File: src/logic/usb_loop_consts.svh
`ifndef USB_LOOP_CONSTS_SVH
`define USB_LOOP_CONSTS_SVH

// Width of one stream byte
`define USB_BYTE_W 8

// FIFO address bits, 2048 entries
`define USB_FIFO_ABITS 11

// Level must exceed this before the IN endpoint is ready
`define USB_IN_READY_MIN 4

// Level must stay below this for the OUT endpoint to be ready
`define USB_OUT_READY_MAX 1024

// Start-of-frame counter width
`define USB_SOF_CNT_W 24

// Number of board LEDs
`define USB_LED_W 4

`endif

File: src/logic/usb_loop_pkg.sv
`default_nettype none

`include "usb_loop_consts.svh"

package usb_loop_pkg;

  // One data byte on either endpoint
  typedef logic [`USB_BYTE_W-1:0] byte_t;

  // FIFO entry, end-of-packet flag on top of the byte
  typedef struct packed {
    logic  last;
    byte_t data;
  } fifo_word_t;

  // Occupancy 0..2048, one bit above the address
  typedef logic [`USB_FIFO_ABITS:0] level_t;

  // Holding state of the OUT register slice
  typedef enum logic {
    SLICE_EMPTY,
    SLICE_FULL
  } slice_state_e;

  // Blink pattern select
  typedef enum logic {
    LED_NORMAL,
    LED_CRC_FAULT
  } led_mode_e;

endpackage

`default_nettype wire

File: src/logic/byte_stream_if.sv
`timescale 1ns/1ns
`default_nettype none

// Valid/ready byte stream between the loop-back blocks
interface byte_stream_if
  import usb_loop_pkg::*;
();

  // Word moves when valid and ready are both high at the edge
  logic       valid;
  logic       ready;
  fifo_word_t word;

  // Producer side
  modport src (
    output valid,
    output word,
    input  ready
  );

  // Consumer side
  modport snk (
    input  valid,
    input  word,
    output ready
  );

endinterface

`default_nettype wire

File: src/logic/bulk_out_port.sv
`timescale 1ns/1ns
`default_nettype none

module bulk_out_port
  import usb_loop_pkg::*;
(
  input  logic       clock,
  input  logic       usb_reset,
  input  logic       blk_cycle_i,
  input  logic       out_valid_i,
  input  logic       out_last_i,
  input  byte_t      out_data_i,
  output logic       out_ready_o,
  byte_stream_if.src wr
);

  slice_state_e state_q;
  fifo_word_t   word_q;
  logic         drain_w;
  logic         accept_w;

  // Slice empties this cycle when the FIFO takes the word
  assign drain_w = (state_q == SLICE_FULL) && wr.ready;

  // Room now or after the drain, only inside a bulk cycle
  assign out_ready_o = blk_cycle_i && ((state_q == SLICE_EMPTY) || drain_w);

  // Host byte handshake
  assign accept_w = out_valid_i && out_ready_o;

  // Holding state
  always_ff @(posedge clock) begin
    if (usb_reset) begin
      state_q <= SLICE_EMPTY;
    end else if (accept_w) begin
      // Refill wins over a drain in the same cycle
      state_q <= SLICE_FULL;
    end else if (drain_w) begin
      state_q <= SLICE_EMPTY;
    end
  end

  // Payload capture
  always_ff @(posedge clock) begin
    if (accept_w) begin
      word_q.last <= out_last_i;
      word_q.data <= out_data_i;
    end
  end

  // Offer held word to the FIFO from the next cycle
  assign wr.valid = (state_q == SLICE_FULL);
  assign wr.word  = word_q;

endmodule

`default_nettype wire

File: src/flat_wrapper.sv
// flat-port wrapper written by rule: the top's interface ports become plain ports
module bulk_out_port_flat import usb_loop_pkg::*;
  (clock, usb_reset, blk_cycle_i, out_valid_i, out_last_i, out_data_i, out_ready_o, wr_valid, wr_word, wr_ready);
  byte_stream_if wr_i ();
  input  logic clock;
  input  logic usb_reset;
  input  logic blk_cycle_i;
  input  logic out_valid_i;
  input  logic out_last_i;
  input  byte_t out_data_i;
  output logic out_ready_o;
  output wire logic [$bits(wr_i.valid)-1:0] wr_valid;
  output wire logic [$bits(wr_i.word)-1:0] wr_word;
  input wire logic [$bits(wr_i.ready)-1:0] wr_ready;
  assign wr_valid = wr_i.valid;
  assign wr_word = wr_i.word;
  assign wr_i.ready = wr_ready;
  bulk_out_port u_core (.clock(clock), .usb_reset(usb_reset), .blk_cycle_i(blk_cycle_i), .out_valid_i(out_valid_i), .out_last_i(out_last_i), .out_data_i(out_data_i), .out_ready_o(out_ready_o), .wr(wr_i));
endmodule
File: config.mk
export PLATFORM = sky130hd
export DESIGN_NAME = bulk_out_port_flat
export DESIGN_NICKNAME = d
export VERILOG_FILES = /design/src/logic/usb_loop_pkg.sv /design/src/logic/byte_stream_if.sv /design/src/logic/bulk_out_port.sv /design/src/flat_wrapper.sv
export VERILOG_INCLUDE_DIRS = /design/src /design/src/logic
export SDC_FILE = /design/constraint.sdc
export NUM_CORES = 1
export LEC_CHECK = 0
export BUFFER_PORTS_ARGS = -buffer_cell sky130_fd_sc_hd__buf_2
export CAP_MARGIN = 5
export CORE_AREA = 2 2 39 41
export CTS_CLUSTER_DIAMETER = 50
export DETAILED_ROUTE_END_ITERATION = 8
export DIE_AREA = 0 0 41 43
export HOLD_SLACK_MARGIN = 0.08
export MAX_ROUTING_LAYER = met4
export PLACE_DENSITY_LB_ADDON = 0.3
export SLEW_MARGIN = 25
export SYNTH_ARGS = -nofsm -noshare
export SYNTH_HDL_FRONTEND = slang
export SYNTH_SLANG_ARGS = --single-unit
File: constraint.sdc
create_clock -name clock -period 1.5 [get_ports clock]
set_input_delay 0 -clock clock [delete_from_list [all_inputs] [get_ports clock]]
set_output_delay 0 -clock clock [all_outputs]
set_load 0.01 [all_outputs]
# Yosys cells after proc, flatten, opt, wreduce, memory -nomap -nowiden

Index checks and enable logic that the tools add are counted.

Bits in registers: 10
Input bits: 14
Output and inout bits: 11
Logic and storage cells: 11

Mux-type cells: 2
Bitwise logic cells: 1
Reduce and logical (&&, ||, !) cells: 5

Operators by type and width:

| operator            | count |
|---|---|
| $logic_and A1 B1 Y1 | 3 |
| $mux W1             | 2 |
| $reduce_bool A2 Y1  | 1 |
| $logic_or A1 B1 Y1  | 1 |
| $not A1 Y1          | 1 |

# Depth between registers and ports, before layout

Gate-level depths: netlist of the first run.

Depth after elaboration: 5
Gate-level depth with buffers: 2
Depth with buffers taken out: 2

# Least setup slack after synthesis of the first run

No wires, ideal clock.

Path kind: register to register
Start point: register u_core.state_q, in the netlist u_core.wr.valid
End point: register u_core.word_q (netlist bit u_core.wr.word[0]) (enable)
Library setup time: 0.321 ns
Arrival: 0.667 ns
Required time: 1.179 ns
Slack: 0.513 ns
Stages on the path, launching flop included: 3
Buffers on the path: 0
Clock period less this slack: 0.987 ns
Cells stage by stage: dfxtp_1 > nand2b_4 > nor2b_4

Longest elaborated chain between the ends: 4
Elaborated cells on any way between the ends: 5

RTL lines:

| element                                           | line                                     | text |
|---|---|---|
| from (decl)                                       | bulk_out_port.sv:17                      | `slice_state_e state_q;` |
| from (signal assigned)                            | bulk_out_port.sv:34                      | `state_q <= SLICE_EMPTY;` |
| from (signal assigned)                            | bulk_out_port.sv:37                      | `state_q <= SLICE_FULL;` |
| from (signal assigned)                            | bulk_out_port.sv:39                      | `state_q <= SLICE_EMPTY;` |
| $logic_and A1 B1 Y1 or $not A1 Y1 (tied branches) | bulk_out_port.sv:23, bulk_out_port.sv:26 |  |
| $logic_or A1 B1 Y1 (*)                            | bulk_out_port.sv:26                      | `assign out_ready_o = blk_cycle_i && ((state_q == SLICE_EMPTY) \|\| drain_w);` |
| $logic_and A1 B1 Y1 (*)                           | bulk_out_port.sv:26                      |  |
| $logic_and A1 B1 Y1 (*)                           | bulk_out_port.sv:29                      | `assign accept_w = out_valid_i && out_ready_o;` |
| named net u_core.accept_w                         | bulk_out_port.sv:20                      | `logic accept_w;` |
| to (decl)                                         | bulk_out_port.sv:18                      | `fifo_word_t word_q;` |

Mark *: on every way through the listed nets, which the timed path passes. The rest lies on a longest branch.
A chain may end at the register's enable or synchronous reset.

# Final worst setup path of the first run

Start point: register u_core.state_q, in the netlist u_core.wr.valid
End point: register u_core.state_q, in the netlist u_core.wr.valid

Longest elaborated chain between the ends: 5
Elaborated cells on any way between the ends: 7

RTL lines:

| element                                           | line |
|---|---|
| $logic_and A1 B1 Y1 or $not A1 Y1 (tied branches) | bulk_out_port.sv:23, bulk_out_port.sv:26 |
| $logic_or A1 B1 Y1                                | bulk_out_port.sv:26 |
| $logic_and A1 B1 Y1                               | bulk_out_port.sv:26 |
| $logic_and A1 B1 Y1                               | bulk_out_port.sv:29 |
| $mux W1 or $reduce_bool A2 Y1 (tied branches)     | - |

Parallel ways exist; a longest one is shown, timed or not.

==> flow_summary.yaml, run 1 <==
logic_synthesis:
  synth-compound-area-share: 0.0256
  yosysUniqueCellTypes: 7
  syn_nets: 29
  ys_seq_area_frac: 0.850
  ys_top_cells_by_area: "edfxtp_1 (79%), dfxtp_1 (5.9%), nand2b_4 (4.0%)"
  synth_largest_area_cell: "edfxtp_1"
  synthMuxAreaShare: 0
  netlist_area_um2: 342
  ys_ff_latch: 10
  synth_xor_xnor_area_share: 0
  yosys_warnings: 0
  synth_fa_ha_area_frac: 0
  synth_top_area_share: 0.791
  synth_top_family_by_area: "simple AND/OR/NAND/NOR gates"
  synthCells: 15
  yosys.area_share.simple: 0.125
  syn_area_per_cell_um2: 22.8
layout:
  multi_input_area_um2: 51.3
  num-nets-final: 69
  antenna_cells: 0
  fillers: 131
  area_delta_synth_final_pct: 81.0
  register_area_um2: 290
  layout-drive-gt1-share: 0.593
critical_path:
  cp-end-kind: "flip-flop"
  r2r_start: "u_core.wr.valid"
  crit_required_ns: 1.69
  cp-start-kind: "flip-flop"
  worst_r2r_path_depth: 3
  r2r_slack_ns: 0.35
  endpoint: "u_core.wr.valid"
  crit_start: "u_core.wr.valid"
  r2r-end: "u_core.wr.valid"
  cp_max_fo: 3
  crit_type: "reg2reg"
  worstPathArrival_ns: 1.34
route:
  post-route-drc-count: 0
  drtIter0Drc: 2
  vias: 262
  routed_wl_um: 681
  ant_nets: 0
  wl_per_cell_um: 9.73
  first_pass_iters: 2
  via_per_inst: 3.74
power_and_ir_drop:
  ir_drop_v: 0.000292
  p_per_area_nw_per_um2: 934
  leakage_nw: 0.278
  p_comb_frac: 0.128
  p_int_uw: 466
  switching_share: 0.193
  seqPwrFrac: 0.557
  p_total_uw: 577
  power_switching_uw: 111
  clkPwrFrac: 0.316
global_route:
  grt_use_met2: 0.156
  grt_overflow_total: 0
  grt_pass1_vias: 277
  track_usage: 0.0930
  antenna_found_initial: 0
  grt_max_degree: 10
  grt_pass1_wl_um: 979
  top_usage_layer: "met2"
  use_met3: 0.0471
  use_met1: 0.0709
clocking:
  clk_pin_slew_ns: 0.06
  clock_latency_ns: 0.25
  cts_buffer_depth: 2
  clockRootBuffer: "clkbuf_4"
  h-tree-depth: 1
  ctsResizeCount: 0
  clkSinkCount: 10
  cts_tree: "yes"
  numCtsBuffers: 3
job:
  cap_violations: 0
timing:
  worst_pin_slew_ns: 0.251
  rsz0062_at_grt: "no"
  setup_viol: 0
  max_slew_margin: 0.832
  hold_viol_final: 0
  fin_crit_ns: 1.15
  clock_skew_ns: 0.00739
  fmax_mhz: 869
  finalMaxSlewViolations: 0
  fin_crit_sh: 0.767
  tns_ns: 0
  whs_ns: 0.180
floorplanning:
  core-area_um2: 1380
  die_x_um: 41
  io-pin-count: 25
  die_area_um2: 1760
  die-height_um: 43
  rows: 14
  start_util: 0.247
hold_path:
  hp-start: "out_valid_i"
  min-delay-path-class: "in2reg"
status:
  status: "finished, final reports clean"
placement:
  place_congestion: 0.630
  io_buffer_count: 24
power by group through the flow:
stage	sequential (mW)	combinational, mW	clock (mW)
6_report	0.321	0.0738	0.182
5_1_grt	0.323	0.0806	0.207
4_1_cts	0.322	0.0744	0.194
3_5_place_dp	0.328	0.0528	0
3_3_place_gp	0.327	0.0527	0
2_1_floorplan	0.334	0.0150	0
repair_timing:
action | CTS | global route
hold buffers | 11 | 0
setup buffers | 0 | 0
hold endpoints to repair | 10 | 0
per-stage QoR:
stage / setup slack (ns) / std cells / util / instance area, µm²
6_report: 0.350 / 70 / 0.447 / 618
5_1_grt: 0.304 / 70 / 0.447 / 618
4_1_cts: 0.351 / 70 / 0.447 / 618
3_5_place_dp: 0.493 / 55 / 0.348 / 482
3_3_place_gp: 0.505 / 55 / 0.348 / 482
2_1_floorplan: 0.513 / 15 / - / 342
cell usage after synthesis, drive strengths merged:
cell type and n:
nand2 1, nand2b 1, edfxtp 9, dfxtp 1, nor2b 1, a21oi 1
and2 1
layout make-up:
class                           instances  area share
Clock buffer                            4      0.0425
Multi-Input combinational cell          5      0.0830
Sequential cell                        10       0.470
Tap cell                               16      0.0324
Timing Repair Buffer                   35       0.372
worst max-delay path: stages (launching register included):
cell,delay (ns)
dfxtp_1,0.38
nand2b_4,0.07
a21oi_2,0.10
dlygate4sd3_1,0.54
cell usage in the layout (no fill, tap or decap):
cell type / synthesis / layout
a21oi_2: 1 / 1
and2_4: 1 / 1
buf_2: 0 / 24
clkbuf_1: 0 / 1
clkbuf_4: 0 / 3
dfxtp_1: 1 / 1
dlygate4sd3_1: 0 / 11
edfxtp_1: 9 / 9
nand2_2: 1 / 1
nand2b_4: 1 / 1
nor2b_4: 1 / 1
cell families (layout without fill, tap and decap cells):
| family | Yosys count | in the layout |
|---|---|---|
| AND/OR/NAND/NOR | 4 | 4 |
| buffers and inverters | 0 | 39 |
| AO/OA/AOI/OAI | 1 | 1 |
| flip-flops | 10 | 10 |
state kept, by name, summed over array words and instances, names as in the netlist:
name             cells
u_core.wr.valid      1
u_core.wr.word       9
routing by layer:
layer | wire (µm) | share of wire
met2 | 377 | 0.55
met1 | 237 | 0.35
met5 | 0 | 0
met4 | 0 | 0
met3 | 66 | 0.097
worst min path at each step:
stage | depth (start not counted) | endpoint | slack [ns]
floorplan | 1 | u_core.wr.valid | 0.06
global placement | 2 | u_core.wr.valid | 0.17
detailed placement | 2 | u_core.wr.valid | 0.16
CTS | 3 | u_core.wr.word[6] | 0.17
global route | 3 | u_core.wr.word[6] | 0.19
finish | 3 | u_core.wr.word[6] | 0.18
Power figures use the tool's default switching activity.
==> run 2: changes to the inputs <==
==> constraint.sdc (replaced) <==
create_clock -name clock -period 1.1 [get_ports clock]
set_input_delay 0 -clock clock [delete_from_list [all_inputs] [get_ports clock]]
set_output_delay 0 -clock clock [all_outputs]
set_load 0.01 [all_outputs]
==> run 2 against run 1 <==
  * Utilization grew 2.5 points
  * Total power grew 38%
  * Clock skew grew 0.0011 ns
  * Critical path type is now in2out
  * Via count grew 5.3%
  * Combinational power grew 52%
  * Flip-flop and latch count is the same
  * Largest cell class unchanged
  * Routed wire length grew 8.7%
  * Clock power grew 36%
  * First-iteration DRC count shrank 100%
  * Final cell count grew 4.3%
==> flow_summary.yaml, run 2 (synthesis gave the netlist of run 1 again) <==
placement:
  place_congestion: 0.630
  pre_cts_ws_ns: 0.0933
  dpl-instance-area_um2: 482
  io_buffer_count: 24
  place_inst: 55
critical_path:
  worstPathArrival_ns: 1.07
  cp_slowest_cell: "dlygate4sd3_1"
  path_cells: "dlygate4sd3_1 -> buf_2 -> nand2b_4 -> and2_4 -> buf_6"
  cp-end-kind: "output pin"
  cp_max_fo: 4
  crit_required_ns: 1.10
  max_stage_delay_ns: 0.54
  crit_type: "in2out"
  cp-start-kind: "primary input"
floorplanning:
  core-area_um2: 1380
  die_area_um2: 1760
  io-pin-count: 25
  start_util: 0.247
  die_x_um: 41
  rows: 14
  die-height_um: 43
route:
  via_per_inst: 3.78
  vias: 276
  routed_wl_um: 740
  ant_nets: 0
  post-route-drc-count: 0
  drtIter0Drc: 0
  first_pass_iters: 1
  wl_per_cell_um: 10.1
timing:
  layout_setup_ws_ns: 0.0292
  fin_crit_sh: 0.973
  worst_pin_slew_ns: 0.206
  tns_ns: 0
  whs_ns: 0.449
  rsz0062_at_grt: "no"
  fin_crit_ns: 1.07
  setup_viol: 0
  fmax_mhz: 934
  max_slew_margin: 0.862
  finalMaxSlewViolations: 0
  clock_skew_ns: 0.00844
  hold_viol_final: 0
clocking:
  cts_buffer_depth: 2
  numCtsBuffers: 3
  clockRootBuffer: "clkbuf_4"
  clkSinkCount: 10
  post-cts-setup-buffers: 0
  h-tree-depth: 1
  cts_tree: "yes"
  clk_pin_slew_ns: 0.06
  clock_latency_ns: 0.26
power_and_ir_drop:
  leakage_nw: 0.290
  p_int_uw: 644
  ir_drop_v: 0.000412
  seqPwrFrac: 0.549
  switching_share: 0.193
  power_switching_uw: 154
  p_total_uw: 799
  p_per_area_nw_per_um2: 1220
  clkPwrFrac: 0.311
  p_comb_frac: 0.140
layout:
  layout-drive-gt1-share: 0.579
  largest_reg_flops: 9
  mostFrequentLayoutCell: "buf_2"
  final_core_util: 0.472
  design_area_um2: 653
  mostFrequentLayoutCells: "buf_2 (23), dlygate4sd3_1 (13), edfxtp_1 (9), clkbuf_4 (3)"
  final_cells: 73
  num-nets-final: 72
  antenna_cells: 0
  area_delta_synth_final_pct: 91.2
global_route:
  antenna_found_initial: 0
  grt_pass1_vias: 295
  grt_pass1_wl_um: 1030
  grt_overflow_total: 0
  grt_max_degree: 10
  track_usage: 0.0972
job:
  cap_violations: 0
status:
  status: "finished, final reports clean"
hold_path:
  min-delay-path-class: "in2reg"
-- run 2: final cells by class --
class	count	area [µm²]
Sequential cell	10	290
Multi-Input combinational cell	6	60.1
Clock buffer	4	26.3
Tap cell	16	20.0
Timing Repair Buffer	37	256
Fill cell	125	731
-- run 2: power groups by stage --
stage,Combinational [mW],Sequential [mW],Clock (mW)
after floorplan,0.0204,0.456,0
after global placement,0.0719,0.446,0
after detailed placement,0.0720,0.447,0
after CTS,0.107,0.439,0.265
after global routing,0.122,0.440,0.282
final,0.112,0.438,0.248
-- run 2: routing by layer --
layer / vias up / global-route usage / wire (µm)
li1: 140 / - / -
met1: 120 / 0.0709 / 270
met2: 16 / 0.169 / 400
met3: 0 / 0.0471 / 69
met4: 0 / 0.0600 / 0
met5: - / - / 0
-- run 2: what timing repair did --
| item | CTS | global route |
|---|---|---|
| hold buffers | 13 | 0 |
| hold endpoints to repair | 10 | 0 |
| resized for setup | 0 | 1 |
| setup endpoints to repair | 0 | 9 |
-- run 2: critical path, delay by kind of cell --
| family | cells | cell delay [ns] |
|---|---|---|
| simple gates | 2 | 0.29 |
| buf+inv | 3 | 0.77 |
-- run 2: final timing paths --
path,from,end,slack [ns],cells after the start
worst max-delay path,wr_ready,out_ready_o,0.03,5
worst min-delay path,usb_reset,u_core.wr.valid,0.45,3
worst max register to register,u_core.wr.valid,u_core.wr.word[0],0.14,2
worst min register to register,u_core.wr.valid,u_core.wr.valid,0.51,2
