File: src/logic/usb_loop_consts.svh
`ifndef USB_LOOP_CONSTS_SVH
`define USB_LOOP_CONSTS_SVH

// Width of one stream byte
`define USB_BYTE_W 8

// FIFO address bits, 2048 entries
`define USB_FIFO_ABITS 11

// Level must exceed this before the IN endpoint is ready
`define USB_IN_READY_MIN 4

// Level must stay below this for the OUT endpoint to be ready
`define USB_OUT_READY_MAX 1024

// Start-of-frame counter width
`define USB_SOF_CNT_W 24

// Number of board LEDs
`define USB_LED_W 4

`endif

File: src/logic/usb_loop_pkg.sv
`default_nettype none

`include "usb_loop_consts.svh"

package usb_loop_pkg;

  // One data byte on either endpoint
  typedef logic [`USB_BYTE_W-1:0] byte_t;

  // FIFO entry, end-of-packet flag on top of the byte
  typedef struct packed {
    logic  last;
    byte_t data;
  } fifo_word_t;

  // Occupancy 0..2048, one bit above the address
  typedef logic [`USB_FIFO_ABITS:0] level_t;

  // Holding state of the OUT register slice
  typedef enum logic {
    SLICE_EMPTY,
    SLICE_FULL
  } slice_state_e;

  // Blink pattern select
  typedef enum logic {
    LED_NORMAL,
    LED_CRC_FAULT
  } led_mode_e;

endpackage

`default_nettype wire

File: src/logic/byte_stream_if.sv
`timescale 1ns/1ns
`default_nettype none

// Valid/ready byte stream between the loop-back blocks
interface byte_stream_if
  import usb_loop_pkg::*;
();

  // Word moves when valid and ready are both high at the edge
  logic       valid;
  logic       ready;
  fifo_word_t word;

  // Producer side
  modport src (
    output valid,
    output word,
    input  ready
  );

  // Consumer side
  modport snk (
    input  valid,
    input  word,
    output ready
  );

endinterface

`default_nettype wire

File: src/logic/bulk_in_port.sv
`timescale 1ns/1ns
`default_nettype none

`include "usb_loop_consts.svh"

module bulk_in_port
  import usb_loop_pkg::*;
(
  input  logic       clock,
  input  logic       usb_reset,
  input  logic       configured_i,
  input  logic       blk_cycle_i,
  input  level_t     level_i,
  byte_stream_if.snk rd,
  output logic       in_valid_o,
  output logic       in_last_o,
  output byte_t      in_data_o,
  input  logic       in_ready_i,
  output logic       blk_in_ready_o,
  output logic       blk_out_ready_o
);

  logic blk_in_ready_q;
  logic blk_out_ready_q;
  logic in_ok_w;
  logic out_ok_w;

  // FIFO head shown to the IN endpoint only during a bulk cycle
  assign in_valid_o = rd.valid && blk_cycle_i;
  assign in_last_o  = rd.word.last;
  assign in_data_o  = rd.word.data;

  // Pop only when the core takes it inside a bulk cycle
  assign rd.ready = in_ready_i && blk_cycle_i;

  // Enough queued to start an IN transfer
  assign in_ok_w = configured_i && (level_i > level_t'(`USB_IN_READY_MIN));

  // Room left for another OUT packet
  assign out_ok_w = configured_i && (level_i < level_t'(`USB_OUT_READY_MAX));

  // Endpoint flags, one cycle behind level and configured
  always_ff @(posedge clock) begin
    if (usb_reset) begin
      blk_in_ready_q  <= 1'b0;
      blk_out_ready_q <= 1'b0;
    end else begin
      blk_in_ready_q  <= in_ok_w;
      blk_out_ready_q <= out_ok_w;
    end
  end

  assign blk_in_ready_o  = blk_in_ready_q;
  assign blk_out_ready_o = blk_out_ready_q;

endmodule

`default_nettype wire

File: src/flat_wrapper.sv
// flat-port wrapper written by rule: the top's interface ports become plain ports
module bulk_in_port_flat import usb_loop_pkg::*;
  (clock, usb_reset, configured_i, blk_cycle_i, level_i, in_valid_o, in_last_o, in_data_o, in_ready_i, blk_in_ready_o, blk_out_ready_o, rd_valid, rd_word, rd_ready);
  byte_stream_if rd_i ();
  input  logic clock;
  input  logic usb_reset;
  input  logic configured_i;
  input  logic blk_cycle_i;
  input  level_t level_i;
  output logic in_valid_o;
  output logic in_last_o;
  output byte_t in_data_o;
  input  logic in_ready_i;
  output logic blk_in_ready_o;
  output logic blk_out_ready_o;
  input wire logic [$bits(rd_i.valid)-1:0] rd_valid;
  input wire logic [$bits(rd_i.word)-1:0] rd_word;
  output wire logic [$bits(rd_i.ready)-1:0] rd_ready;
  assign rd_i.valid = rd_valid;
  assign rd_i.word = rd_word;
  assign rd_ready = rd_i.ready;
  bulk_in_port u_core (.clock(clock), .usb_reset(usb_reset), .configured_i(configured_i), .blk_cycle_i(blk_cycle_i), .level_i(level_i), .rd(rd_i), .in_valid_o(in_valid_o), .in_last_o(in_last_o), .in_data_o(in_data_o), .in_ready_i(in_ready_i), .blk_in_ready_o(blk_in_ready_o), .blk_out_ready_o(blk_out_ready_o));
endmodule
File: config.mk
export PLATFORM = sky130hd
export DESIGN_NAME = bulk_in_port_flat
export DESIGN_NICKNAME = d
export VERILOG_FILES = /design/src/logic/usb_loop_pkg.sv /design/src/logic/byte_stream_if.sv /design/src/logic/bulk_in_port.sv /design/src/flat_wrapper.sv
export VERILOG_INCLUDE_DIRS = /design/src /design/src/logic
export SDC_FILE = /design/constraint.sdc
export NUM_CORES = 1
export LEC_CHECK = 0
export ABC_AREA = 1
export BUFFER_PORTS_ARGS = -buffer_cell sky130_fd_sc_hd__buf_2
export CAP_MARGIN = 20
export CORE_AREA = 4 4 41 43
export DETAILED_ROUTE_END_ITERATION = 12
export DIE_AREA = 0 0 45 47
export GPL_ROUTABILITY_DRIVEN = 0
export HOLD_SLACK_MARGIN = 0.03
export PLACE_DENSITY = 0.63
export SETUP_SLACK_MARGIN = 0.05
export SLEW_MARGIN = 10
export SYNTH_ARGS = -nofsm -noshare
export SYNTH_HDL_FRONTEND = slang
export SYNTH_SLANG_ARGS = --single-unit
File: constraint.sdc
create_clock -name clock -period 0.8 [get_ports clock]
set_clock_uncertainty 0.05 [all_clocks]
set_input_delay 0.08 -clock clock [delete_from_list [all_inputs] [get_ports clock]]
set_output_delay 0.08 -clock clock [all_outputs]
set_load 0.05 [all_outputs]
### Word level (Yosys, flattened, before mapping)

Cells that the tools add are included.

| word-level totals | value |
|---|---|
| bits in latches | 0 |
| input port bits | 27 |
| memories kept | 0 |
| word-level logic and storage cells | 8 |
| ROM bits | 0 |
| flip-flop bits (word level) | 2 |
| RAM bits | 0 |
| output and inout bits | 13 |

| cells by class | value |
|---|---|
| multipliers | 0 |
| $lt $le $gt $ge | 2 |
| eq/ne operators | 0 |
| bitwise operators | 0 |
| reduce and logical (&&, ||, !) cells | 4 |
| mux-type cells | 0 |
| div/mod/pow operators | 0 |
| shifts and indexed selects | 0 |
| add/subtract/negate cells | 0 |

Operator list:

| kind | count |
|---|---|
| 12-bit by 3-bit > comparator with 1-bit output, second input constant | 1 |
| 12-bit by 11-bit < comparator with 1-bit output, second input constant | 1 |
| 1-bit logical AND | 4 |

### Longest topological paths before layout

Gate-level depths: netlist of the first run.

| logic depth | value |
|---|---|
| depth in word-level cells | 2 |
| mapped depth | 4 |
| gate-level depth less buffers | 4 |

### Least setup slack after synthesis of the first run

Ideal clock, no wire load.

| timing | value |
|---|---|
| path kind | reg2out |
| from | register u_core.blk_in_ready_q, in the netlist u_core.blk_in_ready_o |
| to | output blk_in_ready_o |
| path buffers | 0 |
| setup slack | 83 ps |
| data arrival time | 587 ps |
| required time | 670 ps |
| cell stages (with the launch flop) | 1 |
| cells stage by stage | dfxtp_1 |

RTL lines:

| what | line | source |
|---|---|---|
| start: declaration | bulk_in_port.sv:23 | `logic blk_in_ready_q;` |
| start signal: assignment | bulk_in_port.sv:48 | `blk_in_ready_q <= in_ok_w;` |
| end: declaration | flat_wrapper.sv:14 | `output logic blk_in_ready_o;` |

No word-level cell between the ends.

### Final worst setup path of the first run

| timing | value |
|---|---|
| from | register u_core.blk_out_ready_q, in the netlist u_core.blk_out_ready_o |
| to | output blk_out_ready_o |

RTL lines:

| what | line | source |
|---|---|---|
| start: declaration | bulk_in_port.sv:24 | `logic blk_out_ready_q;` |
| start signal: assignment | bulk_in_port.sv:49 | `blk_out_ready_q <= out_ok_w;` |
| end: declaration | flat_wrapper.sv:15 | `output logic blk_out_ready_o;` |

No word-level cell between the ends.

==> flow_metrics.env, run 1 <==
export IMPL_fmax_ghz=1.23
export IMPL_place_detailed_hpwl_um=434
export IMPL_async_flop_share_pct=0
export IMPL_synth_xor_area_share_pct=0
export IMPL_synth_flop_cell="dfxtp_1"
export IMPL_power_uw=438
export IMPL_syn_avg_cell_area_um2=5.84
export IMPL_syn_inst=33
export IMPL_synth_warning_count=0
export IMPL_fill_cells=152
export IMPL_period_needed_ps=810
export IMPL_cp_arrival_ps=680
export IMPL_vias=227
export IMPL_critPathBufInv=1
export IMPL_netlist_area_um2=193
export IMPL_die_h_um=47
export IMPL_synth_area_mux_share_pct=0
export IMPL_setup_viol=2
export IMPL_cts_tree="yes"
export IMPL_yosys_area_top_type_share_pct=35.1
export IMPL_cp_required_ps=670
export IMPL_die_area_um2=2120
export IMPL_portBuffers=21
export IMPL_crit_path_end_kind="output port"
export IMPL_grt_pass1_vias=220
export IMPL_synth_nets=60
export IMPL_antenna_found_initial=0
export IMPL_grt_overflow=0
export IMPL_synth_edf_count=0
export IMPL_layout_cells_non_filler=63
export IMPL_crit_end="blk_out_ready_o"
export IMPL_drt_initial_drc_count=2
export IMPL_clock_path_buffers=2
export IMPL_route_detailed_drc=0
export IMPL_synth_most_common_cell="buf_4"
export IMPL_nNetsFinal=77
export IMPL_ys_seq_area_share_pct=20.8
export IMPL_coreArea_um2=1300
export IMPL_synth_cell_type_count=7
export IMPL_leakage_nw=0.188
export IMPL_cts_sinks=2
export IMPL_vdd_ir_drop_max_uv=324
export IMPL_dp_cells=60
export IMPL_setup_tns_ps=-16.1
export IMPL_grt_pass1_wl_um=800
export IMPL_drt_pass1_iterations=4
export IMPL_die_w_um=45
export IMPL_cts_buffers=3
export IMPL_wl_um=507
export IMPL_synth_top_family_by_area="buffers and inverters"
export IMPL_finalHoldViolCount=1
export IMPL_drive_gt1_share_pct=54.2
export IMPL_htreeDepth=1
export IMPL_violations="hold timing, setup timing"
export IMPL_grt_setup_unrepaired="true"
export IMPL_diodes=0
export IMPL_synth_compound_area_share_pct=2.60
export IMPL_path_cells="buf_6"
export IMPL_rows=13
export IMPL_timing_hold_ws_ps=-21.8
export IMPL_seqCellArea_um2=42.5
export IMPL_io_pins=40
export IMPL_start_util_pct=14.8
export IMPL_synth_top_area_cell="buf_4"
export IMPL_clkTransAtPathRegs_ps=30
export IMPL_finalCritPeriodShare_pct=101
export IMPL_grt_max_degree=3
export IMPL_area_growth_pct=48.7
export IMPL_final_antenna_net_count=0
export IMPL_drv_slew=0
export IMPL_outcome="finished, violations left"
export IMPL_ys_ff_latch=2
export IMPL_synth_simple_area_share_pct=27.9
export IMPL_multiInputGateArea_um2=58.8
export IMPL_cp_depth=1
export IMPL_power_density_nw_per_um2=1530
export IMPL_fin_ws_ps=-10.1
export IMPL_worst_slew_pin_slew_ps=251
export IMPL_hold_path_class="in -> reg"
export IMPL_setup_worst_path_class="reg -> out"
export IMPL_fin_util_pct=22.0
export IMPL_synthTopCellsByArea="buf_4 35%, dfxtp_1 21%, inv_1 14%, nor2_1 14%, nand2_1 12%"
export IMPL_drv_cap=0
export IMPL_critical_path_startpoint_type="flop"
export IMPL_critPathMaxFanout=1
export IMPL_ys_top_cells_by_count="9 x buf_4, 7 x inv_1, 7 x nor2_1"
export IMPL_worst_path_max_delay_cell="dfxtp_2"
export IMPL_crit_path_start="u_core.blk_out_ready_o"
export IMPL_cpPeakStageDelay_ps=310
export IMPL_slew_headroom_pct=83.4
export IMPL_wl_per_cell_um=8.05
export IMPL_grt_total_usage_pct=5.75
export IMPL_avgViaCountPerCell=3.60
export IMPL_yosys_area_share_adder_pct=0
export IMPL_cts_root_buf="clkbuf_4"
export IMPL_cp_top_family="flip-flops"
## logic make-up after synthesis
family,Yosys count
buf+inv,16
simple gates,14
flops,2
compound gates,1
## final cells by class
class	count	area share, %
Inverter	7	9.17
Clock buffer	3	7.86
Tap cell	15	6.55
Timing Repair Buffer	21	41.0
Sequential cell	2	14.8
Multi-Input combinational cell	15	20.5
## layer usage
layer  wire, um  track usage, %  up-vias
met5          0               0        -
met4          5            7.02        0
met3        130            4.98        2
met2        214            7.91       24
met1        157            4.51       86
li1           -               -      115
## report_power, final
part | total, mW | internal, mW | switching [mW]
Sequential | 0.107 | 0.105 | 0.00171
Clock | 0.220 | 0.165 | 0.0545
Combinational | 0.111 | 0.0496 | 0.0613
Total | 0.438 | 0.320 | 0.118
## state kept, by name, indices dropped and copies added, names as in the netlist
name,flops
u_core.blk_out_ready_o,1
u_core.blk_in_ready_o,1
## cell usage in the layout (no fill, tap or decap), drive strengths merged
master  synthesis  layout
buf             9      21
inv             7       7
nor2            7       7
nand2           6       6
clkbuf          0       3
dfxtp           2       2
nor3            1       1
a21oi           1       1
## how the worst min path moves through the flow
stage,slack (ps),depth (start not counted),start,to
3_3_place_gp,110,0,rd_word[0],in_data_o[0]
3_5_place_dp,110,0,rd_word[0],in_data_o[0]
6_report,-20,2,level_i[11],u_core.blk_out_ready_o
4_1_cts,-30,2,level_i[11],u_core.blk_out_ready_o
2_1_floorplan,110,1,level_i[10],u_core.blk_out_ready_o
5_1_grt,-10,2,level_i[11],u_core.blk_out_ready_o
## stage by stage
step | hold slack (ps) | setup slack [ps] | instance area, um^2
6_report | -21.8 | -10.1 | 287
3_5_place_dp | 111 | 125 | 249
4_1_cts | -30.0 | -21.6 | 287
3_3_place_gp | 111 | 139 | 249
2_1_floorplan | 107 | 82.7 | 193
5_1_grt | -14.9 | -35.9 | 287
## repair_timing
item,in CTS,in global routing
endpoints found under the hold margin,1,1
gates resized for setup,6,0
cloned,0,0
buffers inserted,0,0
endpoints found under the setup margin,2,2
(Power assumes the default switching activity.)
==> inputs of run 2 (changes only) <==
- CAP_MARGIN: 20 -> 25
- PLACE_DENSITY: 0.63 -> not set
- PLACE_DENSITY_LB_ADDON: not set -> 0.08
==> run 2 against run 1 <==
Core utilization up 0.58 points. Largest power group unchanged. Global-route usage up 0.55 points. Worst hold slack worse by 1.5 ps. Via count up 0.44%. Combinational power about the same. Power up 0.47%. Count of clock-buffer cells in the layout unchanged. Critical path type unchanged. The run still ends with hold timing, setup timing left.
==> flow_metrics.env, run 2 (same netlist as run 1, synthesis figures left out) <==
export IMPL_outcome="finished, violations left"
export IMPL_violations="hold timing, setup timing"
export IMPL_leakage_nw=0.191
export IMPL_die_w_um=45
export IMPL_layout_cells_non_filler=63
export IMPL_cts_tree="yes"
export IMPL_top_layer_used="met4"
export IMPL_slew_headroom_pct=83.6
export IMPL_portBuffers=21
export IMPL_path_cells="buf_8"
export IMPL_setup_worst_path_class="reg -> out"
export IMPL_die_area_um2=2120
export IMPL_cpPeakStageDelay_ps=320
export IMPL_critPathMaxFanout=1
export IMPL_clkTransAtPathRegs_ps=30
export IMPL_power_density_nw_per_um2=1500
export IMPL_timing_hold_ws_ps=-23.3
export IMPL_switching_power_uw=117
export IMPL_final_antenna_net_count=0
export IMPL_pre_cts_ws_ps=135
export IMPL_dr_wl_met2_um=300
export IMPL_fin_util_pct=22.6
export IMPL_netSwitchingFraction_pct=26.5
export IMPL_hold_depth=2
export IMPL_nNetsFinal=77
export IMPL_rows=13
export IMPL_finalCritPeriodShare_pct=101
export IMPL_route_detailed_drc=0
export IMPL_grt_overflow=0
export IMPL_drv_slew=0
export IMPL_pwr_share_seq_pct=24.5
export IMPL_hp_start="level_i[10]"
export IMPL_die_h_um=47
export IMPL_crit_path_end_kind="output port"
export IMPL_cts_root_buf="clkbuf_4"
export IMPL_dp_cells=60
export IMPL_grt_pass1_vias=230
export IMPL_clock_path_buffers=2
export IMPL_drive_gt1_share_pct=54.2
export IMPL_antenna_found_initial=0
export IMPL_cts_sinks=2
export IMPL_drv_cap=0
export IMPL_p_comb_share_pct=25.8
export IMPL_place_detailed_hpwl_um=513
export IMPL_final_cell_mix="19 x buf_2, 7 x inv_1, 7 x nor2_1"
export IMPL_cp_top_family="flip-flops"
export IMPL_diodes=0
export IMPL_period_needed_ps=811
export IMPL_worst_slew_pin_slew_ps=248
export IMPL_wl_per_cell_um=8.95
export IMPL_hold_path_class="in -> reg"
export IMPL_finalHoldViolCount=1
export IMPL_grt_pass1_wl_um=897
export IMPL_grt_setup_unrepaired="true"
export IMPL_critical_path_startpoint_type="flop"
export IMPL_setup_viol=2
export IMPL_fill_cells=165
export IMPL_wl_um=564
export IMPL_worst_path_max_delay_cell="dfxtp_2"
export IMPL_start_util_pct=14.8
export IMPL_internal_power_uw=323
export IMPL_drt_initial_drc_count=0
export IMPL_io_pins=40
export IMPL_fmax_ghz=1.23
export IMPL_setup_tns_ps=-14.0
export IMPL_coreArea_um2=1300
export IMPL_cp_arrival_ps=680
export IMPL_cp_required_ps=670
export IMPL_holdPathEnd="u_core.blk_out_ready_o"
export IMPL_power_uw=440
export IMPL_htreeDepth=1
export IMPL_wl_met3_um=130
export IMPL_area_growth_pct=52.6
export IMPL_p_clk_share_pct=49.7
export IMPL_final_common_cell="buf_2"
export IMPL_grt_max_degree=3
export IMPL_cts_buffers=3
export IMPL_vias=228
export IMPL_fin_ws_ps=-11.1
export IMPL_drt_met1_wl_um=129
export IMPL_grt_total_usage_pct=6.30
export IMPL_vdd_ir_drop_max_uv=237
export IMPL_avgViaCountPerCell=3.62
export IMPL_critPathBufInv=1
export IMPL_drt_pass1_iterations=1
-- run 2: changes by cell type in the layout (fill, tap and decap cells not counted) --
cell,before,now
buf_8,0,2
buf_6,2,0
-- run 2: area by class of cell --
cell class              instances  area (um^2)  area share [%]
multi-input cells              15         58.8            20.0
inverters                       7         26.3            8.94
flip-flops and latches          2         42.5            14.5
clock buffers                   3         22.5            7.66
repair buffers                 21          125            42.6
well taps                      15         18.8            6.38
-- run 2: how the worst max path moves through the flow --
stage,startpoint,to,depth (start not counted)
6_report,u_core.blk_out_ready_o,blk_out_ready_o,1
2_1_floorplan,u_core.blk_in_ready_o,blk_in_ready_o,0
5_1_grt,u_core.blk_in_ready_o,blk_in_ready_o,1
3_3_place_gp,u_core.blk_out_ready_o,blk_out_ready_o,1
3_5_place_dp,u_core.blk_out_ready_o,blk_out_ready_o,1
4_1_cts,u_core.blk_out_ready_o,blk_out_ready_o,1
-- run 2: timing repair --
item	4_1_cts	5_1_grt
resized for setup	8	0
setup endpoints to repair	2	2
setup buffers	0	0
endpoints found under the hold margin	1	1
-- run 2: per-stage QoR --
stage	instance area, um^2	hold slack [ps]
2_1_floorplan	193	107
3_3_place_gp	249	110
3_5_place_dp	249	110
4_1_cts	294	-32.0
5_1_grt	294	-13.6
6_report	294	-23.3
-- run 2: power groups by stage --
stage                     combinational, mW  sequential (mW)  clock (mW)
final                                 0.113            0.108       0.219
after global routing                  0.127            0.108       0.254
after CTS                             0.115            0.108       0.234
after detailed placement              0.107            0.107           0
after global placement                0.105            0.107           0
after floorplan                       0.161            0.121           0
-- run 2: per-layer routing --
| metal | track usage (%) | up-vias |
|---|---|---|
| li1 | - | 116 |
| met1 | 4.51 | 89 |
| met2 | 9.04 | 21 |
| met3 | 6.13 | 2 |
| met4 | 7.02 | 0 |
| met5 | 0 | - |
