$ cat config.mk
export PLATFORM = sky130hd
export DESIGN_NAME = status_leds
export DESIGN_NICKNAME = d
export VERILOG_FILES = /design/src/logic/usb_loop_pkg.sv /design/src/logic/status_leds.sv
export VERILOG_INCLUDE_DIRS = /design/src /design/src/logic
export SDC_FILE = /design/constraint.sdc
export NUM_CORES = 1
export LEC_CHECK = 0
export BUFFER_PORTS_ARGS = -buffer_cell sky130_fd_sc_hd__buf_2
export CORE_MARGIN = 2
export CORE_UTILIZATION = 33
export DETAILED_ROUTE_END_ITERATION = 12
export SLEW_MARGIN = 20
export SYNTH_ARGS = -nofsm -noshare
export SYNTH_HDL_FRONTEND = slang
export SYNTH_SLANG_ARGS = --single-unit
$ cat constraint.sdc
create_clock -name clock -period 4.5 [get_ports clock]
set_clock_uncertainty 0.15 [all_clocks]
set_input_delay 0.45 -clock clock [delete_from_list [all_inputs] [get_ports clock]]
set_output_delay 0.45 -clock clock [all_outputs]
set_load 0.05 [all_outputs]
$ cat src/logic/usb_loop_consts.svh
`ifndef USB_LOOP_CONSTS_SVH
`define USB_LOOP_CONSTS_SVH

// Width of one stream byte
`define USB_BYTE_W 8

// FIFO address bits, 2048 entries
`define USB_FIFO_ABITS 11

// Level must exceed this before the IN endpoint is ready
`define USB_IN_READY_MIN 4

// Level must stay below this for the OUT endpoint to be ready
`define USB_OUT_READY_MAX 1024

// Start-of-frame counter width
`define USB_SOF_CNT_W 24

// Number of board LEDs
`define USB_LED_W 4

`endif

$ cat src/logic/usb_loop_pkg.sv
`default_nettype none

`include "usb_loop_consts.svh"

package usb_loop_pkg;

  // One data byte on either endpoint
  typedef logic [`USB_BYTE_W-1:0] byte_t;

  // FIFO entry, end-of-packet flag on top of the byte
  typedef struct packed {
    logic  last;
    byte_t data;
  } fifo_word_t;

  // Occupancy 0..2048, one bit above the address
  typedef logic [`USB_FIFO_ABITS:0] level_t;

  // Holding state of the OUT register slice
  typedef enum logic {
    SLICE_EMPTY,
    SLICE_FULL
  } slice_state_e;

  // Blink pattern select
  typedef enum logic {
    LED_NORMAL,
    LED_CRC_FAULT
  } led_mode_e;

endpackage

`default_nettype wire

$ cat src/logic/status_leds.sv
`timescale 1ns/1ns
`default_nettype none

`include "usb_loop_consts.svh"

module status_leds
  import usb_loop_pkg::*;
(
  input  logic                  clock,
  input  logic                  usb_reset,
  input  logic                  usb_sof_i,
  input  logic                  crc_error_i,
  input  logic                  timeout_i,
  output logic [`USB_LED_W-1:0] leds_o
);

  logic [`USB_SOF_CNT_W-1:0] count_q;
  logic                      sof_q;
  logic                      crc_latch_q;
  logic                      timeout_latch_q;
  led_mode_e                 mode_q;
  logic                      blink_w;

  // Frame counter, bumps on SOF rising edge
  always_ff @(posedge clock) begin
    if (usb_reset) begin
      count_q <= '0;
      sof_q   <= 1'b0;
    end else begin
      sof_q <= usb_sof_i;
      if (usb_sof_i && !sof_q) begin
        count_q <= count_q + 1'b1;
      end
    end
  end

  // Sticky error flags, held until reset
  always_ff @(posedge clock) begin
    if (usb_reset) begin
      crc_latch_q     <= 1'b0;
      timeout_latch_q <= 1'b0;
      mode_q          <= LED_NORMAL;
    end else begin
      if (crc_error_i) begin
        crc_latch_q <= 1'b1;
        // First CRC error switches to the fault pattern
        mode_q      <= LED_CRC_FAULT;
      end
      if (timeout_i) begin
        timeout_latch_q <= 1'b1;
      end
    end
  end

  // Slow blink normally, short flashes after a CRC fault
  assign blink_w = (mode_q == LED_NORMAL) ? count_q[12] : (count_q[10] & count_q[11]);

  // LEDs are active low
  assign leds_o = {~count_q[0], ~timeout_latch_q, ~crc_latch_q, ~blink_w};

endmodule

`default_nettype wire

**Word level (Yosys, flattened, before mapping)**

Index checks and enable logic that the tools add are counted.

- $add $sub $neg: 1
- Mux-type cells: 1
- Bitwise logic cells: 5
- Reduce and logical (&&, ||, !) cells: 2

Operators with widths:

| operator | count |
|---|---|
| adder 24 x 1 -> 24 bit (second input constant) | 1 |
| inverter 1 bit | 4 |
| bitwise AND 1 bit | 1 |
| logical AND 1 bit | 1 |
| logical NOT 1 bit | 1 |
| two-way mux 1 bit | 1 |

- Flip-flop bits (word level): 27
- Bits of input ports: 5
- Output and inout port bits: 4
- Word-level logic and storage cells: 13

**Longest topological paths before layout**

Gate-level depths: netlist (run 1).

- Depth in word-level cells: 3
- Gate-level depth with buffers: 4
- Gate-level depth less buffers: 4

**Worst setup path before layout (run 1)**

No wires, ideal clock.

- Path kind: reg-to-output
- Start: register mode_q
- End: output port leds_o[0]
- Arrival time: 1.368 ns
- Required time: 3.900 ns
- Setup slack: 2.532 ns
- Cell stages (with the launch flop): 3
- Path buffers: 0
- Cells stage by stage: dfxtp_1 > inv_1 > a21oi_1

- Longest elaborated chain between the ends: 2

RTL lines:

| element | RTL line | RTL |
|---|---|---|
| from (decl) | status_leds.sv:21 | `led_mode_e mode_q;` |
| from (signal assigned) | status_leds.sv:42 | `mode_q <= LED_NORMAL;` |
| from (signal assigned) | status_leds.sv:47 | `mode_q <= LED_CRC_FAULT;` |
| two-way mux 1 bit | status_leds.sv:56 | `assign blink_w = (mode_q == LED_NORMAL) ? count_q[12] : (count_q[10] & count_q[11]);` |
| inverter 1 bit | status_leds.sv:59 | `assign leds_o = {~count_q[0], ~timeout_latch_q, ~crc_latch_q, ~blink_w};` |
| to (decl) | status_leds.sv:14 | `` output logic [`USB_LED_W-1:0] leds_o `` |

Every way passes these cells.

**Worst setup path in the final report (run 1)**

- Start: register count_q[0]
- End: register count_q[12]

- Longest elaborated chain between the ends: 1

RTL lines:

| element | RTL line | RTL |
|---|---|---|
| from (decl) | status_leds.sv:17 | `` logic [`USB_SOF_CNT_W-1:0] count_q; `` |
| from (signal assigned) | status_leds.sv:32 | `count_q <= count_q + 1'b1;` |
| adder 24 x 1 -> 24 bit | status_leds.sv:32 |  |

Every way passes these cells.
A chain may end at the register's enable or synchronous reset.

==> impl_results.md, run 1 <==
* Netlist cell types at 23
* Number of hold violations in the final report at 0
* Total track usage at 12.0%
* Status: finished clean
* Final total power at 265 µW
* Crit path launch: count_q[0]$_SDFFE_PP0P_
* Area added between synthesis and finish at 12.6%
* Antenna fix cells at 0
* Fillcell total at 221
* Hold bufs inserted after CTS at 0
* Number of warning messages in the yosys log at 0
* VDD IR max at 0.172 mV
* Number of DRC violations after detailed routing at 0
* Initial DRC Count at 14
* Async SR Flop Fraction at 0%
* Hold WC Path Type: in2reg
* Top delay family on crit path: simple AND/OR/NAND/NOR gates
* Pwr Density at 320 nW/µm²
* Clock Path Buffers at 2
* Standard-cell row count at 17
* Maximum number of pins on one net before global-route repair at 21
* Fraction of final layout cells with drive strength greater than 1 at 21.7%
* Top fanout value on the critical path at 9
* Setup crit end: count_q[12]$_SDFFE_PP0P_
* Buffers inserted during post-CTS setup optimization at 0
* Remaining Overflow, GRT at 0
* Arrival time reported for the critical path endpoint at 1900 ps
* Number of buffer and inverter stages on the critical path at 0
* Top-area cell type share of the netlist area at 43.5%
* Clock slew at the register clock pins of the worst setup and hold paths at 100 ps
* Number of logic stages on the critical path including buffering at 4
* Max-cap violations at 0
* Setup repair after global routing missed its margin: no
* Detailed-route wire length at 1.29 mm
* Minimum setup slack in the final design at 2630 ps
* Combined area of all synthesized cells at between 700 and 800 µm²
* Via count of the first global-routing pass at between 500 and 600
* Die Height at 51.2 µm
* Vias after detailed routing at 589
* Worst skew pair latency at 280 ps
* Library cell with the largest summed area after synthesis: dfxtp_1
* Final Setup Violations at 0
* Via density per instance at 4.91
* Max Clk Rate at 0.535 GHz
* Cells along the critical path: ha_1 -> nand3b_1 -> nor4_1 -> mux2_2
* Die span in x at approximately 51 µm
* Global-route wire length before repair at 2.35 mm
* Data required time of the critical path at 4530 ps
* Kind of launch point of the worst setup path: flip-flop
* P_leak at 0.309 nW
* Antenna violations before repair at 0
* Post-Syn Area per Cell at 8.86 µm²
* Placed Instance Area at a little under 800 µm²
* Port-buffer cells at 8
* Period utilization at 41.5%
* Number of synthesized register bits at 16
* Routed wire length per instance at 10.8 µm
* Total I/O pin count at 9
* Standard cell with the maximum stage delay on the critical path: dfxtp_1
* Worst Setup Slack post-DPL at 2620 ps
* Register-to-register setup slack at 2630 ps
* Headroom to the max-slew limit at 75.4%
* Initial cell density of the core at 34.2%
* Total Negative Setup Slacks at 0 ps
* Min cycle time layout at 1870 ps
* Transition time at the pin with the least slew margin at 370 ps
* Sequential fraction of the synthesis area at 43.5%
* Largest stage delay on the critical path at 420 ps
* Reg2reg start: count_q[0]$_SDFFE_PP0P_
* Drt first pass iters at 2
* TritonCTS buffer count at 3
* Critical path start-end classification: reg2reg
* Pins over their slew limit at 0
* Total nets after synthesis at 89
* CTS resizes at 0
* Area of the die at 2620 µm²
* Total number of clock tree sinks at 16
* Leading cell types by count after synthesis: 16 x dfxtp_1, 11 x nor2_1, 7 x a21oi_1
* Routed Antenna Nets at 0
* Number of enable-type register cells in the synthesized netlist at 0
* Final hold slack at roughly 220 ps
* Most common cell in the netlist: dfxtp_1
* Top flip-flop cell by instance count after synthesis: dfxtp_1
* CP endpoint kind: flip-flop
* Gpl congestion at 0.749
* Gate Count Post-Synth at 83
* Number of cells on the worst reg-to-reg path at 4
* Placed wire-length estimate at 906 µm
* Post-route cell area at around 830 µm²
* H-tree depth at 1
* Clock tree from TritonCTS: done
* Clock root buffer: clkbuf_4
* Endpoint of the lowest-slack register-to-register path: count_q[12]$_SDFFE_PP0P_
* Area contributors post-synth: dfxtp_1 44%, mux2_2 6.1%, nor2_1 5.6%, nor2b_1 5.1%, a21oi_1 4.8%
* Core Footprint at approximately 2100 µm²
* NumNets Final at 99
## cells in the final DEF, fill, tap and decap left out
cell type,instances
dfxtp_1,16
nor2_1,11
buf_2,8
a21oi_1,7
inv_1,6
nor2b_1,6
nor4_1,4
mux2_2,4
o31ai_1,4
or4_1,4
clkbuf_4,3
nand4_1,2
nand3_1,2
nand2_1,2
o21ai_0,2
or3_2,2
xnor2_1,2
and3_1,1
nand2_2,1
nand4b_2,1
nand3b_1,1
mux2i_1,1
ha_1,1
clkbuf_8,1
## state kept, by name, summed over array words and instances, names as in the netlist
name,flops
timeout_latch_q,1
sof_q,1
count_q,13
mode_q,1
## logic make-up (layout without fill, tap and decap cells)
group / count (synthesis) / count (layout) / share of synthesized area, %
simple gates: 37 / 37 / 29.1
flops: 16 / 16 / 43.5
compound gates: 13 / 13 / 10.2
buf+inv: 9 / 18 / 5.61
mux: 5 / 5 / 7.48
xor+xnor: 2 / 2 / 2.38
fa+ha+maj: 1 / 1 / 1.70
## final cells by class
cell class              instances  area (µm²)  share of cell area (%)
clock buffers                   4        36.3                    4.38
inverters                       6        22.5                    2.72
multi-input cells              58         374                    45.2
flip-flops and latches         16         320                    38.7
well taps                      28        35.0                    4.23
repair buffers                  8        40.0                    4.83
## where the power goes
group	total (mW)	internal [mW]	switching [mW]
combinational	0.0230	0.00722	0.0158
sequential	0.148	0.145	0.00313
clock	0.0939	0.0492	0.0447
## how the worst min path moves through the flow
stage,from,end,cells past startpoint
floorplan,timeout_latch_q$_SDFFE_PP0P_,timeout_latch_q$_SDFFE_PP0P_,2
global placement,timeout_latch_q$_SDFFE_PP0P_,timeout_latch_q$_SDFFE_PP0P_,2
detailed placement,timeout_latch_q$_SDFFE_PP0P_,timeout_latch_q$_SDFFE_PP0P_,2
CTS,crc_error_i,mode_q$_SDFFE_PP0P_,3
global route,timeout_i,timeout_latch_q$_SDFFE_PP0P_,3
finish,crc_error_i,mode_q$_SDFFE_PP0P_,3
## routing by layer
layer  vias to the layer above  track usage, %  part of all wire (%)  routed length [µm]
met5                         -               0                     0                   0
met3                         2            4.39                   3.2                  42
li1                        311               -                     -                   -
met2                         9            19.7                    46                 600
met4                         0            6.58                   1.8                  23
met1                       267            13.5                    49                 628
## stage by stage
stage	utilization, %	cells
finish	38.6	120
global route	38.6	120
CTS	38.6	120
detailed placement	36.9	116
global placement	36.9	116
floorplan	-	83
## tightest hold or removal path, stage by stage
cell and delay, ps:
buf_2 70, nor2_1 30, nor2_1 60
Power figures use the tool's default switching activity.
==> run 2, diff against run 1 <==
- clock period: 4.5 -> 1.8 ns (I/O delays scaled with it)
==> run 2 against run 1 <==
- non-clock buffer count is 4 higher
- sequential share of layout area decreased by 1.5 points
- via count grew 5.9%
- register-to-register slack worse by 2500 ps
- utilization rose by 1.6 points
- sequential power grew to 2.5 times the previous value
- largest cell class unchanged
- clock-buffer cell count down 1
- critical endpoint unchanged
- cell count up 2.5%
==> impl_results.md, run 2 (synthesized netlist as in run 1, its figures left out) <==
* Status: finished clean
* Clock tree from TritonCTS: done
* Area of the die at 2620 µm² (unchanged)
* Min cycle time layout at 1690 ps (-179 ps)
* Port-buffer cells at 8 (unchanged)
* Max-cap violations at 0 (unchanged)
* Detailed-route wire length at 1.33 mm (+2.9%)
* Clock Path Buffers at 2 (unchanged)
* Area added between synthesis and finish at 17.2%
* Minimum setup slack in the final design at 110 ps (-2520 ps)
* Max Clk Rate at 0.592 GHz (+11%)
* Drt first pass iters at 4 (+2)
* Total Negative Setup Slacks at 0 ps (unchanged)
* Pwr Density at 720 nW/µm² (+130%)
* Headroom to the max-slew limit at 77.1% (+1.7 points)
* Core Footprint at 2150 µm² (unchanged)
* Total number of clock tree sinks at 16 (unchanged)
* Global Route met3 Usage at 4.39% (unchanged)
* Final Instance Count excl. Fillers at 123 (+2.5%)
* H-tree depth at 1 (unchanged)
* Post-route cell area at 862 µm² (+4.1%)
* Setup repair after global routing missed its margin: no
* Clock slew at the register clock pins of the worst setup and hold paths at 100 ps (about the same)
* Initial cell density of the core at 34.2% (unchanged)
* Gpl congestion at 0.675 (-9.9%)
* Kind of launch point of the worst setup path: flip-flop
* Fraction of final layout cells with drive strength greater than 1 at 24.2% (+2.5 points)
* Die Height at 51.2 µm (unchanged)
* Count of placed standard cells including taps at 118 (+1.7%)
* Antenna violations before repair at 0 (unchanged)
* Met1 Usage GRT at 15.0% (+1.6 points)
* P_leak at 0.318 nW (+3.1%)
* Via density per instance at 5.07 (+3.4%)
* Final total power at 621 µW (+130%)
* Highest-utilization routing layer at the global route stage: met2
* Vias after detailed routing at 624 (+5.9%)
* Initial DRC Count at 18 (+4)
* Global-route wire length before repair at 2.44 mm (+4.1%)
* Maximum number of pins on one net before global-route repair at 21 (unchanged)
* Transition time at the pin with the least slew margin at 343 ps (-26.1 ps)
* Clock root buffer: clkbuf_4
* TritonCTS buffer count at 3 (unchanged)
* Util after Layout at 40.1% (+1.6 points)
* Data required time of the critical path at 1830 ps (-2700 ps)
* Critical path start-end classification: reg2reg
* Period utilization at 93.9% (+52 points)
* Worst Setup Slack post-DPL at 109 ps (-2510 ps)
* NumNets Final at 103 (+4.0%)
* CP endpoint kind: flip-flop
* Die span in x at 51.2 µm (unchanged)
* Register with the highest flop count: count_q
* Pins over their slew limit at 0 (unchanged)
* Arrival time reported for the critical path endpoint at 1720 ps (-180 ps)
* Top fanout value on the critical path at 6 (-3)
* Routing usage on met2 at 20.8% (+1.1 points)
* Total track usage at 12.5% (+0.47 points)
* Number of DRC violations after detailed routing at 0 (unchanged)
* Commonest non-fill, non-tap cell in the layout: dfxtp_1
* Routed wire length per instance at 10.8 µm (+0.43%)
* Standard-cell row count at 17 (unchanged)
* Highest-count cells in the layout ignoring fill and taps: 16 x dfxtp_1, 11 x nor2_1, 8 x buf_2
* Max reg flops at 13 (unchanged)
* Routed Antenna Nets at 0 (unchanged)
* Total I/O pin count at 9 (unchanged)
* Number of hold violations in the final report at 0 (unchanged)
* Remaining Overflow, GRT at 0 (unchanged)
* Antenna fix cells at 0 (unchanged)
* Placed wire-length estimate at 944 µm (+4.3%)
* Via count of the first global-routing pass at 583 (+4.3%)
* Hold WC Path Type: in2reg
* Final hold slack at 22.2 ps (-195 ps)
* Final Setup Violations at 0 (unchanged)
* VDD IR max at 0.362 mV (+110%)
* Placed Instance Area at 807 µm² (+1.9%)
* Worst skew pair latency at 290 ps (about the same)
-- run 2: changes by cell type in the layout (fill, tap and decap cells not counted) --
cell,delta
nor4_1,-2
nor4_2,+2
dlygate4sd3_1,+2
buf_4,+2
clkbuf_8,-1
-- run 2: timing repair --
| item | in CTS | in global routing |
|---|---|---|
| buffers inserted | 0 | 0 |
| endpoints found under the setup margin | 0 | 2 |
| hold endpoints to repair | 2 | 0 |
| gates resized for setup | 0 | 2 |
| hold buffers | 2 | 0 |
-- run 2: critical path: stages (launching register included) --
cell,delay (ps)
dfxtp_1,410
nand4_1,270
nor4_2,390
mux2_2,360
-- run 2: routing by layer --
layer / share of wire (%) / vias up
met3: 3.9 / 2
met1: 49 / 287
met5: 0 / -
met2: 45 / 13
met4: 1.4 / 0
li1: - / 322
-- run 2: path summary, 6_finish.rpt --
path                           startpoint                      endpoint  slack (ps)  cells past startpoint
min reg2reg  timeout_latch_q$_SDFFE_PP0P_  timeout_latch_q$_SDFFE_PP0P_         330                      2
min                             usb_sof_i              sof_q$_SDFF_PP0_          20                      2
max               count_q[4]$_SDFFE_PP0P_      count_q[12]$_SDFFE_PP0P_         110                      3
max reg2reg       count_q[4]$_SDFFE_PP0P_      count_q[12]$_SDFFE_PP0P_         110                      3
-- run 2: power by group --
part / internal, mW / switching, mW
combinational: 0.0216 / 0.0404
clock: 0.0777 / 0.111
sequential: 0.363 / 0.00760
-- run 2: final cells by class --
type                            count  area [µm²]
Sequential cell                    16         320
Timing Repair Buffer               12        75.1
Inverter                            6        22.5
Multi-Input combinational cell     58         387
Clock buffer                        3        22.5
Fill cell                         228        1290
Tap cell                           28        35.0
==> run 3, diff against run 2 <==
- RECOVER_POWER: not set -> 100
==> run 3 against run 2 <==
- non-clock buffer count unchanged
- total power down 0.25%
- fmax hardly changed
- sequential share of layout area rose by 0.38 points
- via count is 0.16% higher
- setup slack hardly changed
- global-route usage did not move
- register-to-register slack about the same
- critical path type unchanged
- critical endpoint unchanged
==> impl_results.md, run 3 (synthesized netlist as in run 1, its figures left out) <==
* Status: finished clean
* VDD IR max at 0.362 mV (+0.13%)
* Standard cell with the maximum stage delay on the critical path: dfxtp_1
* TritonCTS buffer count at 3 (unchanged)
* WHS Endpoint: sof_q$_SDFF_PP0_
* Min-Delay Startpoint: usb_sof_i
* Max reg flops at 13 (unchanged)
* Register-to-register setup slack at 110 ps (about the same)
* Max-cap violations at 0 (unchanged)
* Global-route wire length before repair at 2.44 mm (unchanged)
* Number of buffer and inverter stages on the critical path at 0 (unchanged)
* Final Setup Violations at 0 (unchanged)
* Fillcell total at 231 (+1.3%)
* Number of hold violations in the final report at 0 (unchanged)
* Via density per instance at 5.08 (+0.16%)
* Clock slew at the register clock pins of the worst setup and hold paths at 100 ps (about the same)
* Buffers inserted during post-CTS setup optimization at 0 (unchanged)
* Drt first pass iters at 4 (unchanged)
* Largest stage delay on the critical path at 410 ps (about the same)
* Routed wire length per instance at 10.9 µm (+0.23%)
* Register with the highest flop count: count_q
* Reg2reg start: count_q[4]$_SDFFE_PP0P_
* Core Footprint at 2150 µm² (unchanged)
* Highest-count cells in the layout ignoring fill and taps: 16 x dfxtp_1, 11 x nor2_1, 7 x a21oi_1
* Period utilization at 93.9% (about the same)
* Clock Path Buffers at 2 (unchanged)
* Remaining Overflow, GRT at 0 (unchanged)
* Number of DRC violations after detailed routing at 0 (unchanged)
* Util after Layout at 39.7% (-0.41 points)
* Headroom to the max-slew limit at 45.2% (-32 points)
* Clock root buffer: clkbuf_4
* Cells along the critical path: nand4_1 -> nor4_2 -> mux2_2
* Pins over their slew limit at 0 (unchanged)
* Placed wire-length estimate at 944 µm (unchanged)
* Commonest non-fill, non-tap cell in the layout: dfxtp_1
* Placed Instance Area at 807 µm² (unchanged)
* Data required time of the critical path at 1830 ps (about the same)
* H-tree depth at 1 (unchanged)
* Endpoint of the lowest-slack register-to-register path: count_q[12]$_SDFFE_PP0P_
* Number of cells on the worst reg-to-reg path at 3 (unchanged)
* Total Negative Setup Slacks at 0 ps (unchanged)
* Vias after detailed routing at 625 (+0.16%)
* Arrival time reported for the critical path endpoint at 1720 ps (about the same)
* Highest-utilization routing layer at the global route stage: met2
* Post-route cell area at 853 µm² (-1.0%)
* Antenna fix cells at 0 (unchanged)
* Final hold slack at 22.1 ps (-0.0940 ps)
* Final Instance Count excl. Fillers at 123 (unchanged)
* Setup repair after global routing missed its margin: no
* Total track usage at 12.5% (unchanged)
* CP endpoint kind: flip-flop
* Antenna violations before repair at 0 (unchanged)
* Total number of clock tree sinks at 16 (unchanged)
* Global Route met3 Usage at 4.39% (unchanged)
* Min cycle time layout at 1690 ps (+0.220 ps)
* Routing usage on met2 at 20.8% (unchanged)
* Maximum number of pins on one net before global-route repair at 21 (unchanged)
* Met1 Usage GRT at 15.0% (unchanged)
* Initial DRC Count at 18 (unchanged)
* Routed Antenna Nets at 0 (unchanged)
* Kind of launch point of the worst setup path: flip-flop
* P_leak at 0.308 nW (-3.3%)
* Count of placed standard cells including taps at 118 (unchanged)
* Die Height at 51.2 µm (unchanged)
* Hold WC Path Type: in2reg
* Transition time at the pin with the least slew margin at 821 ps (+478 ps)
* Top delay family on crit path: simple AND/OR/NAND/NOR gates
* Port-buffer cells at 8 (unchanged)
* Initial cell density of the core at 34.2% (unchanged)
* Area added between synthesis and finish at 16.0%
* Area of the die at 2620 µm² (unchanged)
* Standard-cell row count at 17 (unchanged)
* Gpl congestion at 0.675 (unchanged)
* Detailed-route wire length at 1.34 mm (+0.23%)
* Worst skew pair latency at 290 ps (about the same)
* Via count of the first global-routing pass at 583 (unchanged)
* Worst hold stages at 2 (unchanged)
* Total I/O pin count at 9 (unchanged)
* Clock tree from TritonCTS: done
* NumNets Final at 103 (unchanged)
* Die span in x at 51.2 µm (unchanged)
* Critical path start-end classification: reg2reg
* Top fanout value on the critical path at 6 (unchanged)
* Pwr Density at 726 nW/µm² (+0.77%)
* Fraction of final layout cells with drive strength greater than 1 at 18.9% (-5.3 points)
* Max Clk Rate at 0.592 GHz (about the same)
==> run 3: routing by layer <==
metal  part of all wire [%]  wire (µm)  vias to the layer above
met5                      0          0                        -
met1                     49        660                      288
li1                       -          -                      322
met3                    3.8         51                        2
met2                     45        604                       13
met4                    1.4         19                        0
==> run 3: cell type report <==
type                       count  area [µm²]  share of cell area [%]
sequential                    16         320                    37.5
inverter                       6        22.5                    2.64
multi-input combinational     58         387                    45.3
clock buffer                   3        22.5                    2.64
tap                           28        35.0                    4.11
timing repair buffer          12        66.3                    7.77
==> run 3: report_power, final <==
part | internal (mW) | switching, mW
logic | 0.0196 | 0.0407
registers | 0.363 | 0.00760
clock network | 0.0777 | 0.111
total | 0.460 | 0.159
==> run 3: worst max-delay path by stage <==
stage	from	end	slack, ps	depth (start not counted)
global route	count_q[4]$_SDFFE_PP0P_	count_q[12]$_SDFFE_PP0P_	2	3
CTS	count_q[4]$_SDFFE_PP0P_	count_q[11]$_SDFFE_PP0P_	90	3
detailed placement	count_q[0]$_SDFFE_PP0P_	count_q[12]$_SDFFE_PP0P_	110	4
global placement	count_q[0]$_SDFFE_PP0P_	count_q[12]$_SDFFE_PP0P_	150	4
floorplan	mode_q$_SDFFE_PP0P_	leds_o[0]	100	2
finish	count_q[4]$_SDFFE_PP0P_	count_q[12]$_SDFFE_PP0P_	110	3
==> run 3: stage by stage <==
step | total power [mW] | setup WS (ps)
floorplan | 0.422 | 102
global placement | 0.436 | 147
detailed placement | 0.438 | 109
CTS | 0.630 | 89.4
global route | 0.649 | 2.19
finish | 0.619 | 109
==> run 3: repair_timing <==
action	4_1_cts	5_1_grt
setup endpoints to repair	0	2
hold buffers	2	0
resized for setup	0	2
endpoints found under the hold margin	2	0
